<file path="src/hw/riscv_isa_pkg.sv">
package riscv_isa_pkg;

    localparam int XLEN       = 32;
    localparam int REG_ADDR_W = 5;
    localparam int SHAMT_W    = 5;   // shift amount, low bits of operand b

    // ~~~~~~~~~~~~~~~~~~~~~~~~~~~~~~~~~~~~~~~~
    // operation codes, values are fixed so vector files can use them
    typedef enum logic [5:0] {
        OP_NONE  = 6'd0,    // also covers csr, ecall, ebreak, fence
        OP_ADD   = 6'd1,
        OP_SUB   = 6'd2,
        OP_XOR   = 6'd3,
        OP_OR    = 6'd4,
        OP_AND   = 6'd5,
        OP_SLL   = 6'd6,
        OP_SRL   = 6'd7,
        OP_SRA   = 6'd8,
        OP_SLT   = 6'd9,
        OP_SLTU  = 6'd10,
        OP_ADDI  = 6'd11,
        OP_XORI  = 6'd12,
        OP_ORI   = 6'd13,
        OP_ANDI  = 6'd14,
        OP_SLLI  = 6'd15,
        OP_SRLI  = 6'd16,
        OP_SRAI  = 6'd17,
        OP_SLTI  = 6'd18,
        OP_SLTIU = 6'd19,
        OP_LB    = 6'd20,
        OP_LH    = 6'd21,
        OP_LW    = 6'd22,
        OP_LBU   = 6'd23,
        OP_LHU   = 6'd24,
        OP_SB    = 6'd25,
        OP_SH    = 6'd26,
        OP_SW    = 6'd27,
        OP_BEQ   = 6'd28,
        OP_BNE   = 6'd29,
        OP_BLT   = 6'd30,
        OP_BGE   = 6'd31,
        OP_BLTU  = 6'd32,
        OP_BGEU  = 6'd33,
        OP_JAL   = 6'd34,
        OP_JALR  = 6'd35,
        OP_LUI   = 6'd36,
        OP_AUIPC = 6'd37
    } exec_op_e;

    // ~~~~~~~~~~~~~~~~~~~~~~~~~~~~~~~~~~~~~~~~
    // class helpers

    // second operand comes from the immediate
    function automatic logic op_b_is_imm(exec_op_e op);
        return op inside {OP_ADDI, OP_XORI, OP_ORI, OP_ANDI, OP_SLLI, OP_SRLI,
                          OP_SRAI, OP_SLTI, OP_SLTIU, OP_LB, OP_LH, OP_LW,
                          OP_LBU, OP_LHU, OP_SB, OP_SH, OP_SW, OP_LUI, OP_AUIPC};
    endfunction

    function automatic logic is_branch(exec_op_e op);
        return op inside {OP_BEQ, OP_BNE, OP_BLT, OP_BGE, OP_BLTU, OP_BGEU};
    endfunction

    function automatic logic is_jump(exec_op_e op);
        return op inside {OP_JAL, OP_JALR};
    endfunction

endpackage
</file>
<file path="src/hw/exec_bus_pkg.sv">
package exec_bus_pkg;

    localparam int EXEC_FIFO_DEPTH = 2;   // same depth on both buffers

    // ~~~~~~~~~~~~~~~~~~~~~~~~~~~~~~~~~~~~~~~~
    // decoded instruction as it enters the stage
    typedef struct packed {
        riscv_isa_pkg::exec_op_e               op;
        logic [riscv_isa_pkg::XLEN-1:0]        rs1_data;
        logic [riscv_isa_pkg::XLEN-1:0]        rs2_data;
        logic [riscv_isa_pkg::XLEN-1:0]        imm;
        logic [riscv_isa_pkg::XLEN-1:0]        pc;
        logic [riscv_isa_pkg::REG_ADDR_W-1:0]  rd;
    } exec_req_t;

    // operands already picked, ready for the alu
    typedef struct packed {
        riscv_isa_pkg::exec_op_e               op;
        logic [riscv_isa_pkg::XLEN-1:0]        op_a;
        logic [riscv_isa_pkg::XLEN-1:0]        op_b;
        logic [riscv_isa_pkg::XLEN-1:0]        tgt_base;   // pc, or rs1 for jalr
        logic [riscv_isa_pkg::XLEN-1:0]        tgt_off;
        logic [riscv_isa_pkg::XLEN-1:0]        pc;
        logic [riscv_isa_pkg::REG_ADDR_W-1:0]  rd;
    } exec_issued_t;

    typedef struct packed {
        logic [riscv_isa_pkg::REG_ADDR_W-1:0]  rd;
        logic [riscv_isa_pkg::XLEN-1:0]        result;
        logic [riscv_isa_pkg::XLEN-1:0]        target;
    } exec_result_t;

endpackage

</file>
<file path="src/hw/exec_top.sv">
`timescale 1ns/1ps

module exec_top (
    input  logic                        clk_i,
    input  logic                        rst_n_i,

    input  logic                        in_valid_i,
    input  exec_bus_pkg::exec_req_t     in_req_i,
    output logic                        in_ready_o,

    output logic                        out_valid_o,
    output exec_bus_pkg::exec_result_t  out_res_o,
    input  logic                        out_ready_i
);

    logic                        iss_valid;
    logic                        iss_ready;
    exec_bus_pkg::exec_issued_t  iss_data;

    logic                        alu_in_valid;
    logic                        alu_in_ready;
    exec_bus_pkg::exec_issued_t  alu_in_data;

    logic                        alu_out_valid;
    logic                        alu_out_ready;
    exec_bus_pkg::exec_result_t  alu_out_data;

    // ~~~~~~~~~~~~~~~~~~~~~~~~~~~~~~~~~~~~~~~~
    // issue -> fifo -> alu -> fifo

    exec_issue u_issue (
        .clk_i       (clk_i),
        .rst_n_i     (rst_n_i),
        .in_valid_i  (in_valid_i),
        .in_req_i    (in_req_i),
        .in_ready_o  (in_ready_o),
        .out_valid_o (iss_valid),
        .out_iss_o   (iss_data),
        .out_ready_i (iss_ready)
    );

    exec_fifo #(
        .payload_t (exec_bus_pkg::exec_issued_t),
        .DEPTH     (exec_bus_pkg::EXEC_FIFO_DEPTH)
    ) u_iss_fifo (
        .clk_i      (clk_i),
        .rst_n_i    (rst_n_i),
        .wr_valid_i (iss_valid),
        .wr_ready_o (iss_ready),
        .wr_data_i  (iss_data),
        .rd_valid_o (alu_in_valid),
        .rd_ready_i (alu_in_ready),
        .rd_data_o  (alu_in_data)
    );

    exec_alu u_alu (
        .in_valid_i  (alu_in_valid),
        .in_iss_i    (alu_in_data),
        .in_ready_o  (alu_in_ready),
        .out_valid_o (alu_out_valid),
        .out_res_o   (alu_out_data),
        .out_ready_i (alu_out_ready)
    );

    exec_fifo #(
        .payload_t (exec_bus_pkg::exec_result_t),
        .DEPTH     (exec_bus_pkg::EXEC_FIFO_DEPTH)
    ) u_res_fifo (
        .clk_i      (clk_i),
        .rst_n_i    (rst_n_i),
        .wr_valid_i (alu_out_valid),
        .wr_ready_o (alu_out_ready),
        .wr_data_i  (alu_out_data),
        .rd_valid_o (out_valid_o),
        .rd_ready_i (out_ready_i),
        .rd_data_o  (out_res_o)
    );

endmodule

</file>
<file path="src/hw/exec_alu.sv">
`timescale 1ns/1ps

module exec_alu (
    input  logic                        in_valid_i,
    input  exec_bus_pkg::exec_issued_t  in_iss_i,
    output logic                        in_ready_o,

    output logic                        out_valid_o,
    output exec_bus_pkg::exec_result_t  out_res_o,
    input  logic                        out_ready_i
);

    logic [riscv_isa_pkg::XLEN-1:0]     a;
    logic [riscv_isa_pkg::XLEN-1:0]     b;
    logic [riscv_isa_pkg::SHAMT_W-1:0]  shamt;
    logic                               lt_s;
    logic                               lt_u;
    logic                               eq;
    logic [riscv_isa_pkg::XLEN-1:0]     link;
    logic [riscv_isa_pkg::XLEN-1:0]     tgt_sum;
    logic [riscv_isa_pkg::XLEN-1:0]     result;
    logic [riscv_isa_pkg::XLEN-1:0]     target;

    // no storage here, handshake passes straight through
    assign out_valid_o = in_valid_i;
    assign in_ready_o  = out_ready_i;

    assign a     = in_iss_i.op_a;
    assign b     = in_iss_i.op_b;
    assign shamt = b[riscv_isa_pkg::SHAMT_W-1:0];

    // ~~~~~~~~~~~~~~~~~~~~~~~~~~~~~~~~~~~~~~~~
    // shared compares and adders

    assign lt_s    = ($signed(a) < $signed(b));
    assign lt_u    = (a < b);
    assign eq      = (a == b);
    assign link    = in_iss_i.pc + riscv_isa_pkg::XLEN'(4);
    assign tgt_sum = in_iss_i.tgt_base + in_iss_i.tgt_off;

    always_comb begin
        case (in_iss_i.op)
            // add group, includes load/store address and auipc
            riscv_isa_pkg::OP_ADD, riscv_isa_pkg::OP_ADDI,
            riscv_isa_pkg::OP_LB, riscv_isa_pkg::OP_LH, riscv_isa_pkg::OP_LW,
            riscv_isa_pkg::OP_LBU, riscv_isa_pkg::OP_LHU,
            riscv_isa_pkg::OP_SB, riscv_isa_pkg::OP_SH, riscv_isa_pkg::OP_SW,
            riscv_isa_pkg::OP_AUIPC:                    result = a + b;
            riscv_isa_pkg::OP_SUB:                      result = a - b;

            riscv_isa_pkg::OP_XOR, riscv_isa_pkg::OP_XORI: result = a ^ b;
            riscv_isa_pkg::OP_OR,  riscv_isa_pkg::OP_ORI:  result = a | b;
            riscv_isa_pkg::OP_AND, riscv_isa_pkg::OP_ANDI: result = a & b;

            riscv_isa_pkg::OP_SLL, riscv_isa_pkg::OP_SLLI: result = a << shamt;
            riscv_isa_pkg::OP_SRL, riscv_isa_pkg::OP_SRLI: result = a >> shamt;
            riscv_isa_pkg::OP_SRA, riscv_isa_pkg::OP_SRAI: result = $signed(a) >>> shamt;

            riscv_isa_pkg::OP_SLT,  riscv_isa_pkg::OP_SLTI,
            riscv_isa_pkg::OP_BLT:                      result = riscv_isa_pkg::XLEN'(lt_s);
            riscv_isa_pkg::OP_SLTU, riscv_isa_pkg::OP_SLTIU,
            riscv_isa_pkg::OP_BLTU:                     result = riscv_isa_pkg::XLEN'(lt_u);

            // branch taken flag
            riscv_isa_pkg::OP_BEQ:                      result = riscv_isa_pkg::XLEN'(eq);
            riscv_isa_pkg::OP_BNE:                      result = riscv_isa_pkg::XLEN'(!eq);
            riscv_isa_pkg::OP_BGE:                      result = riscv_isa_pkg::XLEN'(!lt_s);
            riscv_isa_pkg::OP_BGEU:                     result = riscv_isa_pkg::XLEN'(!lt_u);

            riscv_isa_pkg::OP_JAL, riscv_isa_pkg::OP_JALR: result = link;
            riscv_isa_pkg::OP_LUI:                      result = b;
            default:                                    result = '0;   // none or unknown
        endcase
    end

    // ~~~~~~~~~~~~~~~~~~~~~~~~~~~~~~~~~~~~~~~~
    // branch / jump target

    always_comb begin
        target = '0;
        if (riscv_isa_pkg::is_branch(in_iss_i.op) || riscv_isa_pkg::is_jump(in_iss_i.op)) begin
            target = tgt_sum;
            if (in_iss_i.op == riscv_isa_pkg::OP_JALR) begin
                target[0] = 1'b0;
            end
        end
    end

    assign out_res_o.rd     = in_iss_i.rd;
    assign out_res_o.result = result;
    assign out_res_o.target = target;

endmodule

</file>
<file path="src/hw/exec_fifo.sv">
`timescale 1ns/1ps

module exec_fifo #(
    parameter type payload_t = logic,
    parameter int  DEPTH     = 2
) (
    input  logic      clk_i,
    input  logic      rst_n_i,

    input  logic      wr_valid_i,
    output logic      wr_ready_o,
    input  payload_t  wr_data_i,

    output logic      rd_valid_o,
    input  logic      rd_ready_i,
    output payload_t  rd_data_o
);

    localparam int PTR_W = (DEPTH > 1) ? $clog2(DEPTH) : 1;
    localparam int CNT_W = $clog2(DEPTH + 1);

    payload_t          mem_q [DEPTH];
    logic [PTR_W-1:0]  wr_ptr_q;
    logic [PTR_W-1:0]  rd_ptr_q;
    logic [CNT_W-1:0]  count_q;
    logic              wr_en;
    logic              rd_en;

    assign wr_ready_o = (count_q != CNT_W'(DEPTH));   // low only while full
    assign rd_valid_o = (count_q != '0);
    assign rd_data_o  = mem_q[rd_ptr_q];

    assign wr_en = wr_valid_i && wr_ready_o;
    assign rd_en = rd_valid_o && rd_ready_i;

    // ~~~~~~~~~~~~~~~~~~~~~~~~~~~~~~~~~~~~~~~~
    // pointers and occupancy

    always_ff @(posedge clk_i) begin
        if (!rst_n_i) begin
            wr_ptr_q <= '0;
            rd_ptr_q <= '0;
            count_q  <= '0;
        end else begin
            if (wr_en) begin
                wr_ptr_q <= (wr_ptr_q == PTR_W'(DEPTH - 1)) ? '0 : wr_ptr_q + 1'b1;
            end
            if (rd_en) begin
                rd_ptr_q <= (rd_ptr_q == PTR_W'(DEPTH - 1)) ? '0 : rd_ptr_q + 1'b1;
            end
            case ({wr_en, rd_en})
                2'b10:   count_q <= count_q + 1'b1;
                2'b01:   count_q <= count_q - 1'b1;
                default: count_q <= count_q;   // none, or one in and one out
            endcase
        end
    end

    always_ff @(posedge clk_i) begin
        if (wr_en) begin
            mem_q[wr_ptr_q] <= wr_data_i;
        end
    end

endmodule

</file>
<file path="src/hw/exec_issue.sv">
`timescale 1ns/1ps

module exec_issue (
    input  logic                        clk_i,
    input  logic                        rst_n_i,

    input  logic                        in_valid_i,
    input  exec_bus_pkg::exec_req_t     in_req_i,
    output logic                        in_ready_o,

    output logic                        out_valid_o,
    output exec_bus_pkg::exec_issued_t  out_iss_o,
    input  logic                        out_ready_i
);

    logic                        full_q;
    logic                        take_in;
    exec_bus_pkg::exec_issued_t  iss_d;
    exec_bus_pkg::exec_issued_t  iss_q;

    // ~~~~~~~~~~~~~~~~~~~~~~~~~~~~~~~~~~~~~~~~
    // operand selection

    always_comb begin
        iss_d.op = in_req_i.op;
        iss_d.pc = in_req_i.pc;
        iss_d.rd = in_req_i.rd;

        if (in_req_i.op == riscv_isa_pkg::OP_AUIPC) begin
            iss_d.op_a = in_req_i.pc;
        end else begin
            iss_d.op_a = in_req_i.rs1_data;
        end

        if (riscv_isa_pkg::op_b_is_imm(in_req_i.op)) begin
            iss_d.op_b = in_req_i.imm;
        end else begin
            iss_d.op_b = in_req_i.rs2_data;   // register and branch forms
        end

        // jalr jumps relative to rs1, all others relative to pc
        if (in_req_i.op == riscv_isa_pkg::OP_JALR) begin
            iss_d.tgt_base = in_req_i.rs1_data;
        end else begin
            iss_d.tgt_base = in_req_i.pc;
        end
        iss_d.tgt_off = in_req_i.imm;
    end

    // ~~~~~~~~~~~~~~~~~~~~~~~~~~~~~~~~~~~~~~~~
    // one-entry holding register

    assign in_ready_o  = !full_q || out_ready_i;   // pass-through when drained same cycle
    assign take_in     = in_valid_i && in_ready_o;
    assign out_valid_o = full_q;
    assign out_iss_o   = iss_q;

    always_ff @(posedge clk_i) begin
        if (!rst_n_i) begin
            full_q <= 1'b0;
        end else if (take_in) begin
            full_q <= 1'b1;
        end else if (out_ready_i) begin
            full_q <= 1'b0;
        end
    end

    always_ff @(posedge clk_i) begin
        if (take_in) begin
            iss_q <= iss_d;
        end
    end

endmodule

</file>
<file path="config.mk">
export PLATFORM = sky130hd
export DESIGN_NAME = exec_top
export DESIGN_NICKNAME = d
export VERILOG_FILES = /design/src/hw/riscv_isa_pkg.sv /design/src/hw/exec_bus_pkg.sv /design/src/hw/exec_top.sv /design/src/hw/exec_alu.sv /design/src/hw/exec_fifo.sv /design/src/hw/exec_issue.sv
export SDC_FILE = /design/constraint.sdc
export NUM_CORES = 1
export LEC_CHECK = 0
export BUFFER_PORTS_ARGS = -buffer_cell sky130_fd_sc_hd__buf_4
export CAP_MARGIN = 40
export CORE_UTILIZATION = 50
export CTS_CLUSTER_SIZE = 14
export DETAILED_ROUTE_END_ITERATION = 8
export PLACE_DENSITY = 0.68
export SLEW_MARGIN = 20
export SYNTH_ARGS = -nofsm -noshare
export SYNTH_HDL_FRONTEND = slang
export SYNTH_SLANG_ARGS = --single-unit
</file>
<file path="constraint.sdc">
create_clock -name clk_i -period 16.8 [get_ports clk_i]
set_clock_uncertainty 0.2 [all_clocks]
set_input_delay 0.84 -clock clk_i [delete_from_list [all_inputs] [get_ports clk_i]]
set_output_delay 0.84 -clock clk_i [all_outputs]
set_load 0.005 [all_outputs]
</file>
# --- Yosys cells after proc, flatten, opt, wreduce, memory -nomap -nowiden ---
# Memories as Yosys holds them, arrays and structs flattened. A register that Yosys moved wholly into a read port is not among the register bits.
# Cells that the tools add are included.
totals:
  ff_bits: 180
  mem_bits_rw: 480
  input_bits: 143
  out_inout_bits: 71
  word_cells: 150
  mem_count: 2
classes:
  addsub: 12
  order_cmp: 2
  eq_ne: 64
  shifts: 3
  mux: 22
  bitwise_logic: 3
  n_reduce_logical: 28
memory_table:
  columns: ["memory", "depth", "word_bits", "read_ports", "rd_ports_with_merged_regs", "write_ports", "line", "source"]
  rows:
  - ["u_iss_fifo.mem_q", 2, 171, 1, 1, 1, "exec_fifo.sv:22", "payload_t mem_q [DEPTH];"]
  - ["u_res_fifo.mem_q", 2, 69, 1, 1, 1, "exec_fifo.sv:22", null]
ops:
  columns: ["operator", "n"]
  rows:
  - ["32-bit one-hot mux with 16 select lines", 1]
  - ["6-bit by 5-bit == test with 1-bit output, second input constant", 28]
  - ["32-bit two-way mux", 4]
  - ["6-bit by 4-bit == test with 1-bit output, second input constant", 13]
  - ["32-bit adder", 2]
  - ["32-bit less-than comparator", 2]
  - ["6-bit == test, second input constant", 9]
  - ["32-bit by 3-bit adder with 32-bit output, second input constant", 1]
  - ["32-bit bitwise AND", 1]
  - ["32-bit == test", 1]
  - ["32-bit OR", 1]
  - ["32-bit by 5-bit << shifter with 32-bit output", 1]
  - ["32-bit by 5-bit >> shifter with 32-bit output", 1]
  - ["32-bit by 5-bit >>> shifter with 32-bit output", 1]
  - ["32-bit subtractor", 1]
  - ["32-bit XOR", 1]
  - ["6-bit by 3-bit == test with 1-bit output, second input constant", 4]
  - ["19-bit nonzero test", 1]
  - ["1-bit two-way mux", 15]
  - ["2-bit OR reduction", 7]
  - ["6-bit by 2-bit == test with 1-bit output, second input constant", 2]
  - ["2-bit nonzero test", 6]
  - ["11-bit OR reduction", 1]
  - ["2-bit one-hot mux with 2 select lines", 2]
  - ["12 further kinds", 28]

# --- Logic depth before layout (Yosys ltp) ---
# Gate-level depths: netlist of the first run.
depth:
  ltp_word: 4
  mapped_depth: 23
  mapped_depth_nobuf: 15

# --- By module ---
# From an unflattened synthesis of the first run, not the netlist that was laid out.
unflattened:
  hier_cells: 2808
  area_unflattened_um2: 35905.7
modules_own_cells:
  columns: ["module", "instances", "cells_each", "area_per_inst_um2", "seq_area_each_um2"]
  rows:
  - ["exec_fifo (u_iss_fifo)", 1, 556, 12588.3, 10369.9]
  - ["exec_alu", 1, 1722, 11667.4, 0.0]
  - ["exec_issue", 1, 291, 6441.2, 5154.9]
  - ["exec_fifo (u_res_fifo)", 1, 239, 5208.7, 4244.1]

# --- Worst setup path after synthesis of the first run ---
# Ideal clock, no wire load.
synth_timing:
  path_kind: "reg2reg"
  from: "reg u_iss_fifo.count_q[0]"
  to: "mem u_iss_fifo.mem_q[0][0] in the netlist's numbering (enable)"
  arrival_time_ns: 7.711
  required_time_ns: 15.895
  slack_ns: 8.184
  stages_incl_launch_ff: 4
  n_path_buf: 0
  period_less_slack_ns: 8.616
  path_cell_list: "dfxtp_1 nand2b_1 nand2_1 nor2_1"
synth_via:
  elab_chain_len: 4
synth_lines:
  columns: ["element", "line", "source"]
  rows:
  - ["from (decl)", "exec_fifo.sv:25", "logic [CNT_W-1:0] count_q;"]
  - ["from (signal assigned)", "exec_fifo.sv:52", "2'b10: count_q <= count_q + 1'b1;"]
  - ["from (signal assigned)", "exec_fifo.sv:53", "2'b01: count_q <= count_q - 1'b1;"]
  - ["from (signal assigned)", "exec_fifo.sv:54", "default: count_q <= count_q;"]
  - ["2-bit != test", "exec_fifo.sv:29", "assign wr_ready_o = (count_q != CNT_W'(DEPTH));"]
  - ["1-bit logical AND", "exec_fifo.sv:33", "assign wr_en = wr_valid_i && wr_ready_o;"]
  - ["1-bit two-way mux", "exec_fifo.sv:60", "if (wr_en) begin"]
  - ["1-bit two-way mux (not written as such)", "exec_fifo.sv:61", "mem_q[wr_ptr_q] <= wr_data_i;"]
  - ["to (decl)", "exec_fifo.sv:22", null]
# No other way between the ends.

==> impl_results.md, run 1 <==
* Maximum number of pins on one net before global-route repair at 70
* Port-buffer cells at ~210
* Accumulated negative setup slack at 0 ns
* Syn avg cell area at 12.3 µm²
* Rel. slew slack at 38.0%
* List of most frequent post-synthesis cells: sky130_fd_sc_hd__edfxtp_1, sky130_fd_sc_hd__mux2_2, sky130_fd_sc_hd__nor2_1
* Max-capacitance violation count at 0
* EDFF count, synth at 651
* Final period utilization at 37.0%
* Pleak at between 10 and 15 nW
* Gate Count Post-Synth at 2,869
* Detailed-routed wire length on met2 at 51,500 µm
* Total length of routed wires at 114,000 µm
* Maximum clock insertion buffer count at 3
* Root Driver: sky130_fd_sc_hd__clkbuf_16
* Net count, final at roughly 3,400
* Routed wl met3 at 7860 µm
* H-Tree Depth at 3
* Library cell contributing the largest single delay on the critical path: sky130_fd_sc_hd__mux2i_1
* Highest signal layer in the routed design: met4
* Inserted Clock Buffers at just under 70
* Area of the die at 71,800 µm²
* Synthesized area at 35,400 µm²
* Setup slack after placement at 10.33 ns
* Core area at 70,000 µm²
* Starting density of the core at 50.5%
* Instance area at placement at 38,100 µm²
* Worst ir drop on vdd at 0.152 mV
* Worst Max-Slew Pin Slew at 0.928 ns
* X dimension of the die at 268 µm
* Placed wire-length estimate at 81,600 µm
* Total power per unit cell area at roughly 160 nW/µm²
* Post-CTS Hold Buffers at 0
* Critical path fanouts, max at 49
* Setup crit start kind: register
* Number of standard cells in the layout, taps in and fillers out at just over 4,000
* Number of antenna violations at the first check in global routing at 2
* DR DRC count at 0
* Number of search-and-repair iterations in the first detailed-routing pass at 6
* Data arrival at the endpoint of the critical path at 6.35 ns
* Classification of the worst-slack hold path: in -> reg
* WL per Instance at roughly 28 µm
* Total of warnings raised by yosys at 0
* Fraction of layout cells with a size suffix above 1 at 22.4%
* Detailed router's first-iteration violation count at 2,771
* Antenna-violating nets left at 0
* Number of pins exceeding their max-slew limit in the final report at 0
* Total GRT Usage at about a third
* Smallest setup slack after layout at 10.59 ns
* Per-cell via count in the routed design at 6.28
* Syn_nets at ~3,200
* Area of combinational cells with multiple inputs at roughly 15,000 µm²
* Cell taking the most area after synthesis: sky130_fd_sc_hd__edfxtp_1
* Seq/Total Area, Yosys at 55.9%
* Outcome: finished clean
* Share of Yosys cell area claimed by the top area cell type at 55.2%
* GR Overflow Total at 0
* Post CTS Setup Buffer Count at 0
* Crit path capture type: register
* Max Clk Rate at 161 MHz
* Crit Path Category: reg -> reg
* Flip-flop and latch area at 19,800 µm²
* Boundary pin count at 214
* Endpoints failing hold at 0
* Max incr delay on CP at about 0.8 ns
* Latest clock arrival within the worst-skew pair at 0.63 ns
* Share of flip-flops with an asynchronous set or reset after synthesis at 0%
* RSZ-0062 raised after global routing: false
* Final worst path period need at just over 6 ns
* Placed cells at 3,928
* Number of fillers in the final layout at around 5,700
* Cell chain of the critical path: buf_12, buf_4, buf_16, mux2i_1, ha_1, nor4_2, nand4_1, nor3_1, xnor2_1, nor4_1, or4_1, a2111oi_0, o311ai_1
* Detailed-routing wirelength on met1 at between 50,000 and 60,000 µm
* # rows at 97
* Sinks on the clock net at 662
* Dominant cell by count in the synthesized netlist: sky130_fd_sc_hd__edfxtp_1
* Die Span Y at between 200 and 300 µm
* Post-layout util at 57.8%
* Final RePlAce weighted congestion at 0.975
* Total number of vias at 25,468
* Number of global-route vias before repair at approximately 25,000
* Top_reg_cell synth: sky130_fd_sc_hd__edfxtp_1
* Clock tree from TritonCTS: done
* Data required time of the worst path at about 17 ns
* Post-cts repair resize count at 0
* Area added between synthesis and finish at 14.4%
* Reg clk slew, reported paths at 0.06 ns
* Number of synthesized register bits at 662
* First-pass GRT wire length at 164,000 µm
* Synth area leaders: sky130_fd_sc_hd__edfxtp_1, sky130_fd_sc_hd__mux2_2, sky130_fd_sc_hd__ha_1
* Unique masters post-synth at 88
* Final instance area at about 40,000 µm²
* Final setup viols at 0
==> stage by stage <==
stage / hold WS [ns] / total power [mW]
2_1_floorplan: 0.221 / 3.84
3_3_place_gp: 0.223 / 4.73
3_5_place_dp: 0.229 / 4.77
4_1_cts: 0.159 / 6.34
5_1_grt: 0.165 / 6.64
6_report: 0.188 / 6.36
==> sequential cells by signal (all words and copies together), names as in the netlist, named ones only <==
register / cells
u_iss_fifo.mem_q: 342
u_res_fifo.count_q: 2
u_res_fifo.rd_ptr_q: 1
u_iss_fifo.wr_ptr_q: 1
u_issue.out_iss_o: 171
u_iss_fifo.rd_ptr_q: 1
u_res_fifo.wr_ptr_q: 1
u_issue.out_valid_o: 1
u_iss_fifo.count_q: 2
u_res_fifo.mem_q: 138
==> path summary, 6_finish.rpt <==
kind	startpoint	end	slack [ns]	depth (start not counted)
hold reg to reg	u_issue.out_iss_o[119]$_DFFE_PP_	u_iss_fifo.mem_q[1][119]$_DFFE_PP_	0.23	0
setup reg to reg	register	u_res_fifo.mem_q[0][32]$_DFFE_PP_	10.59	13
setup / recovery	register	u_res_fifo.mem_q[0][32]$_DFFE_PP_	10.59	13
hold / removal	in_req_i[2]	u_issue.out_iss_o[2]$_DFFE_PP_	0.19	1
==> power by group <==
group | switching, mW | leakage (nW) | internal [mW]
logic | 1.64 | 7.46 | 0.939
registers | 0.0895 | 6.19 | 2.13
clock network | 0.665 | 1.11 | 0.893
total | 2.39 | 14.8 | 3.97
==> metal layers <==
layer	GRT usage [%]	up-vias
li1	-	11379
met1	46.3	12836
met2	48.3	1083
met3	4.33	170
met4	9.17	0
met5	0	-
==> cell families after synthesis <==
group / share of synthesized area (%)
and+or+nand+nor: 8.54
AOI/OAI and AO/OA: 12.7
xor gates and xnor gates: 1.61
DFF: 55.9
adders and majority gates: 5.16
buffers and inverters: 3.12
muxes: 13.0
==> layout make-up <==
type | count | area share (%)
Clock buffer | 77 | 4.34
Inverter | 109 | 1.01
Timing Repair Buffer | 275 | 5.36
Clock inverter | 46 | 1.41
Sequential cell | 662 | 48.8
Multi-Input combinational cell | 1946 | 36.1
Antenna cell | 2 | 0.0124
Tap cell | 940 | 2.90
==> placed cells by master, fill, tap and decap left out, types with 9 or more instances in the layout <==
cell type / Yosys / final
sky130_fd_sc_hd__o22ai_1: 24 / 24
sky130_fd_sc_hd__inv_1: 101 / 101
sky130_fd_sc_hd__edfxtp_1: 651 / 651
sky130_fd_sc_hd__dfxtp_1: 11 / 9
sky130_fd_sc_hd__nor4_1: 15 / 13
sky130_fd_sc_hd__o2111ai_1: 10 / 10
sky130_fd_sc_hd__o21bai_1: 19 / 19
sky130_fd_sc_hd__nand3_1: 48 / 48
sky130_fd_sc_hd__o211ai_1: 49 / 49
sky130_fd_sc_hd__o21a_1: 9 / 9
sky130_fd_sc_hd__clkbuf_16: 0 / 69
sky130_fd_sc_hd__a221o_1: 10 / 10
sky130_fd_sc_hd__o221ai_1: 19 / 19
sky130_fd_sc_hd__xor2_1: 28 / 28
sky130_fd_sc_hd__a221oi_1: 32 / 32
sky130_fd_sc_hd__buf_4: 4 / 265
sky130_fd_sc_hd__nor3_1: 45 / 42
sky130_fd_sc_hd__a31oi_1: 21 / 20
sky130_fd_sc_hd__nand2b_1: 17 / 17
sky130_fd_sc_hd__mux2_2: 263 / 262
sky130_fd_sc_hd__ha_1: 141 / 141
sky130_fd_sc_hd__nor2_1: 205 / 202
sky130_fd_sc_hd__a211oi_1: 32 / 32
sky130_fd_sc_hd__or3_1: 13 / 11
sky130_fd_sc_hd__nand2_1: 187 / 187
sky130_fd_sc_hd__a21o_1: 40 / 40
sky130_fd_sc_hd__nor2b_1: 16 / 16
sky130_fd_sc_hd__a22oi_1: 16 / 16
sky130_fd_sc_hd__clkinv_1: 2 / 16
sky130_fd_sc_hd__xnor2_1: 37 / 37
sky130_fd_sc_hd__nand4_1: 16 / 16
sky130_fd_sc_hd__mux2i_1: 149 / 148
sky130_fd_sc_hd__a21oi_1: 176 / 174
sky130_fd_sc_hd__and2_1: 21 / 19
sky130_fd_sc_hd__o21ai_0: 130 / 130
==> critical path, delay by kind of cell, from the launching register on <==
family,cells,cell delay (ns)
xor gates and xnor gates,1,0.20
adders and majority gates,1,0.50
AOI/OAI and AO/OA,2,0.55
buffers and inverters,3,0.83
DFF,1,0.56
and+or+nand+nor,5,2.23
muxes,1,0.78
No activity file was read; power rests on OpenSTA's default activity.
==> run 2: changes to the inputs <==
==> constraint.sdc (replaced) <==
create_clock -name clk_i -period 5.97 [get_ports clk_i]
set_clock_uncertainty 0.2 [all_clocks]
set_input_delay 0.2985 -clock clk_i [delete_from_list [all_inputs] [get_ports clk_i]]
set_output_delay 0.2985 -clock clk_i [all_outputs]
set_load 0.005 [all_outputs]
==> run 2 against run 1 <==
Non-clock buffer count grew 181. Combinational power grew to 2.9 times the previous value. Worst hold slack gained 0.012 ns. Count of clock-buffer cells in the layout grew 9. Flip-flop and latch count is the same. Wire length grew 2.3%. Global-route usage grew 0.65 points. Register-to-register slack lost 10 ns. Critical path depth is the same. Final area grew 4.0%. Critical path type unchanged. Largest cell class unchanged. Largest power group unchanged. Highest routed layer is now met5.
==> impl_results.md, run 2 (synthesized netlist as in run 1, its figures left out) <==
* Cell chain of the critical path: buf_4, mux2i_1, ha_1, nor4_1, buf_4, nand4_1, nor3_1, buf_4, xnor2_1, nor4_1, or4_1, a2111oi_0, o311ai_1
* Fraction of power spent switching nets at 37.3% (-0.31 points)
* Detailed-routed wire length on met2 at 53,800 µm (+4.3%)
* Number of flip-flops in the largest register at 342 (unchanged)
* Accumulated negative setup slack at 0 ns (unchanged)
* Root Driver: sky130_fd_sc_hd__clkbuf_16
* Sinks on the clock net at 662 (unchanged)
* # rows at 97 (unchanged)
* Area of the die at 71,800 µm² (unchanged)
* Number of global-route vias before repair at 25,899 (+5.3%)
* Post CTS Setup Buffer Count at 0 (unchanged)
* DR DRC count at 0 (unchanged)
* Max incr delay on CP at 0.79 ns (about the same)
* Fraction of layout cells with a size suffix above 1 at 22.2% (-0.27 points)
* Combinational share of power at 41.1% (+0.6 points)
* Endpoints failing hold at 0 (unchanged)
* Worst Max-Slew Pin Slew at 1.20 ns (+0.273 ns)
* Pwr Total at 18.0 mW (+180%)
* Cell-internal power at 11.3 mW (+180%)
* Setup slack after placement at 0.507 ns (-9.82 ns)
* Core area at 70,000 µm² (unchanged)
* Library cell contributing the largest single delay on the critical path: sky130_fd_sc_hd__dfxtp_4
* Most frequent standard cell in the layout excluding fill and tap cells: sky130_fd_sc_hd__edfxtp_1
* Detailed router's first-iteration violation count at 2,726 (-1.6%)
* Cell family with the largest share of critical-path delay: simple AND/OR/NAND/NOR gates
* Boundary pin count at 214 (unchanged)
* Critical path fanouts, max at 39 (-20%)
* Data arrival at the endpoint of the critical path at 5.69 ns (-0.66 ns)
* Highest signal layer in the routed design: met5
* Total number of vias at 26,328 (+3.4%)
* Starting density of the core at 50.5% (unchanged)
* Worst slack on hold paths at 0.201 ns (+0.0122 ns)
* Number of buffers and inverters on the critical path at 3 (unchanged)
* Total power per unit cell area at 427 nW/µm² (+170%)
* Worst ir drop on vdd at 0.506 mV (+230%)
* Number of pins exceeding their max-slew limit in the final report at 0 (unchanged)
* Total length of routed wires at 116,000 µm (+2.3%)
* H-Tree Depth at 3 (unchanged)
* Switching power total at 6.72 mW (+180%)
* Placed wire-length estimate at 84,200 µm (+3.1%)
* Port-buffer cells at 213 (unchanged)
* Total GRT Usage at 32.1% (+0.65 points)
* Latest clock arrival within the worst-skew pair at 0.63 ns (about the same)
* Final instance area at 42,100 µm² (+4.0%)
* Crit Path Category: reg -> reg
* Crit path capture type: register
* Net count, final at 3,531 (+5.4%)
* Instance area at placement at 38,400 µm² (+0.90%)
* Area added between synthesis and finish at 19.0%
* Outcome: finished clean
* First-pass GRT wire length at 169,000 µm (+3.1%)
* RSZ-0062 raised after global routing: false
* Routed wl met3 at 8030 µm (+2.2%)
* Per-cell via count in the routed design at 6.21 (-1.1%)
* Number of fillers in the final layout at 5,497 (-3.3%)
* Final worst path period need at 5.54 ns (-0.669 ns)
* Final RePlAce weighted congestion at 1.07 (+9.6%)
* Maximum clock insertion buffer count at 3 (unchanged)
* Clock tree from TritonCTS: done
* Number of standard cells in the layout, taps in and fillers out at 4,239 (+4.5%)
* Max-capacitance violation count at 0 (unchanged)
* Max Clk Rate at 181 MHz (+12%)
* Flip-flop and latch area at 19,800 µm² (unchanged)
* Classification of the worst-slack hold path: in -> reg
* Inserted Clock Buffers at 69 (unchanged)
* Data required time of the worst path at 6.12 ns (-10.82 ns)
* Register name with the most flops: u_iss_fifo.mem_q
* WL per Instance at 27.4 µm (-2.1%)
* Number of antenna violations at the first check in global routing at 5 (+3)
* Antenna-violating nets left at 0 (unchanged)
* Reg clk slew, reported paths at 0.06 ns (about the same)
* Placed cells at 3,970 (+1.1%)
* Area of combinational cells with multiple inputs at 14,600 µm² (-0.13%)
* Most common cell on crit path: sky130_fd_sc_hd__buf_4
* Detailed-routing wirelength on met1 at 51,000 µm (-0.33%)
* Pleak at 15.5 nW (+5.1%)
* Commonest cells after routing, fill and taps aside: sky130_fd_sc_hd__edfxtp_1, sky130_fd_sc_hd__buf_4, sky130_fd_sc_hd__mux2_2
* Rel. slew slack at 20.0% (-18 points)
* Relative contribution of sequential cells to total power at 35.0% (about the same)
* Final setup viols at 0 (unchanged)
* X dimension of the die at 268 µm (unchanged)
* Smallest setup slack after layout at 0.430 ns (-10.16 ns)
* Die Span Y at 268 µm (unchanged)
* Setup crit start kind: register
* Final period utilization at 92.8% (+56 points)
* GR Overflow Total at 0 (unchanged)
* Post-layout util at 60.1% (+2.3 points)
* Number of search-and-repair iterations in the first detailed-routing pass at 7 (+1)
* Clock network fraction of design power at 24.0% (-0.5 points)
* Maximum number of pins on one net before global-route repair at 172 (+150%)
## run 2: path summary, 6_finish.rpt
path | start | endpoint | slack (ns) | cells after the start
worst max-delay path | register | u_res_fifo.mem_q[0][32]$_DFFE_PP_ | 0.43 | 13
worst min-delay path | in_req_i[138] | u_issue.out_iss_o[170]$_DFFE_PP_ | 0.20 | 2
worst max register to register | register | u_res_fifo.mem_q[0][32]$_DFFE_PP_ | 0.43 | 13
worst min register to register | u_issue.out_iss_o[26]$_DFFE_PP_ | u_iss_fifo.mem_q[0][26]$_DFFE_PP_ | 0.23 | 0
## run 2: routing by layer
metal | GRT usage [%] | up-vias
li1 | - | 11712
met1 | 45.8 | 13282
met2 | 50.5 | 1165
met3 | 4.41 | 165
met4 | 10.5 | 4
met5 | 0 | -
## run 2: layout make-up
type,instances,share of cell area [%]
diodes,2,0.0119
flip-flops and latches,662,47.0
well taps,940,2.79
repair buffers,456,9.19
multi-input cells,1946,34.7
clock buffers,86,4.40
inverters,109,0.972
clock inverters,38,0.972
## run 2: repair_timing
item / in CTS / in global routing
hold endpoints to repair: 182 / 0
hold buffers: 143 / 0
resized for setup: 0 / 0
## run 2: power groups by stage
stage	clock, mW	combinational, mW	sequential, mW
6_report	4.32	7.39	6.29
5_1_grt	4.54	7.86	6.35
4_1_cts	4.37	7.24	6.29
3_5_place_dp	0	7.11	6.39
3_3_place_gp	0	7.02	6.39
2_1_floorplan	0	4.49	6.29
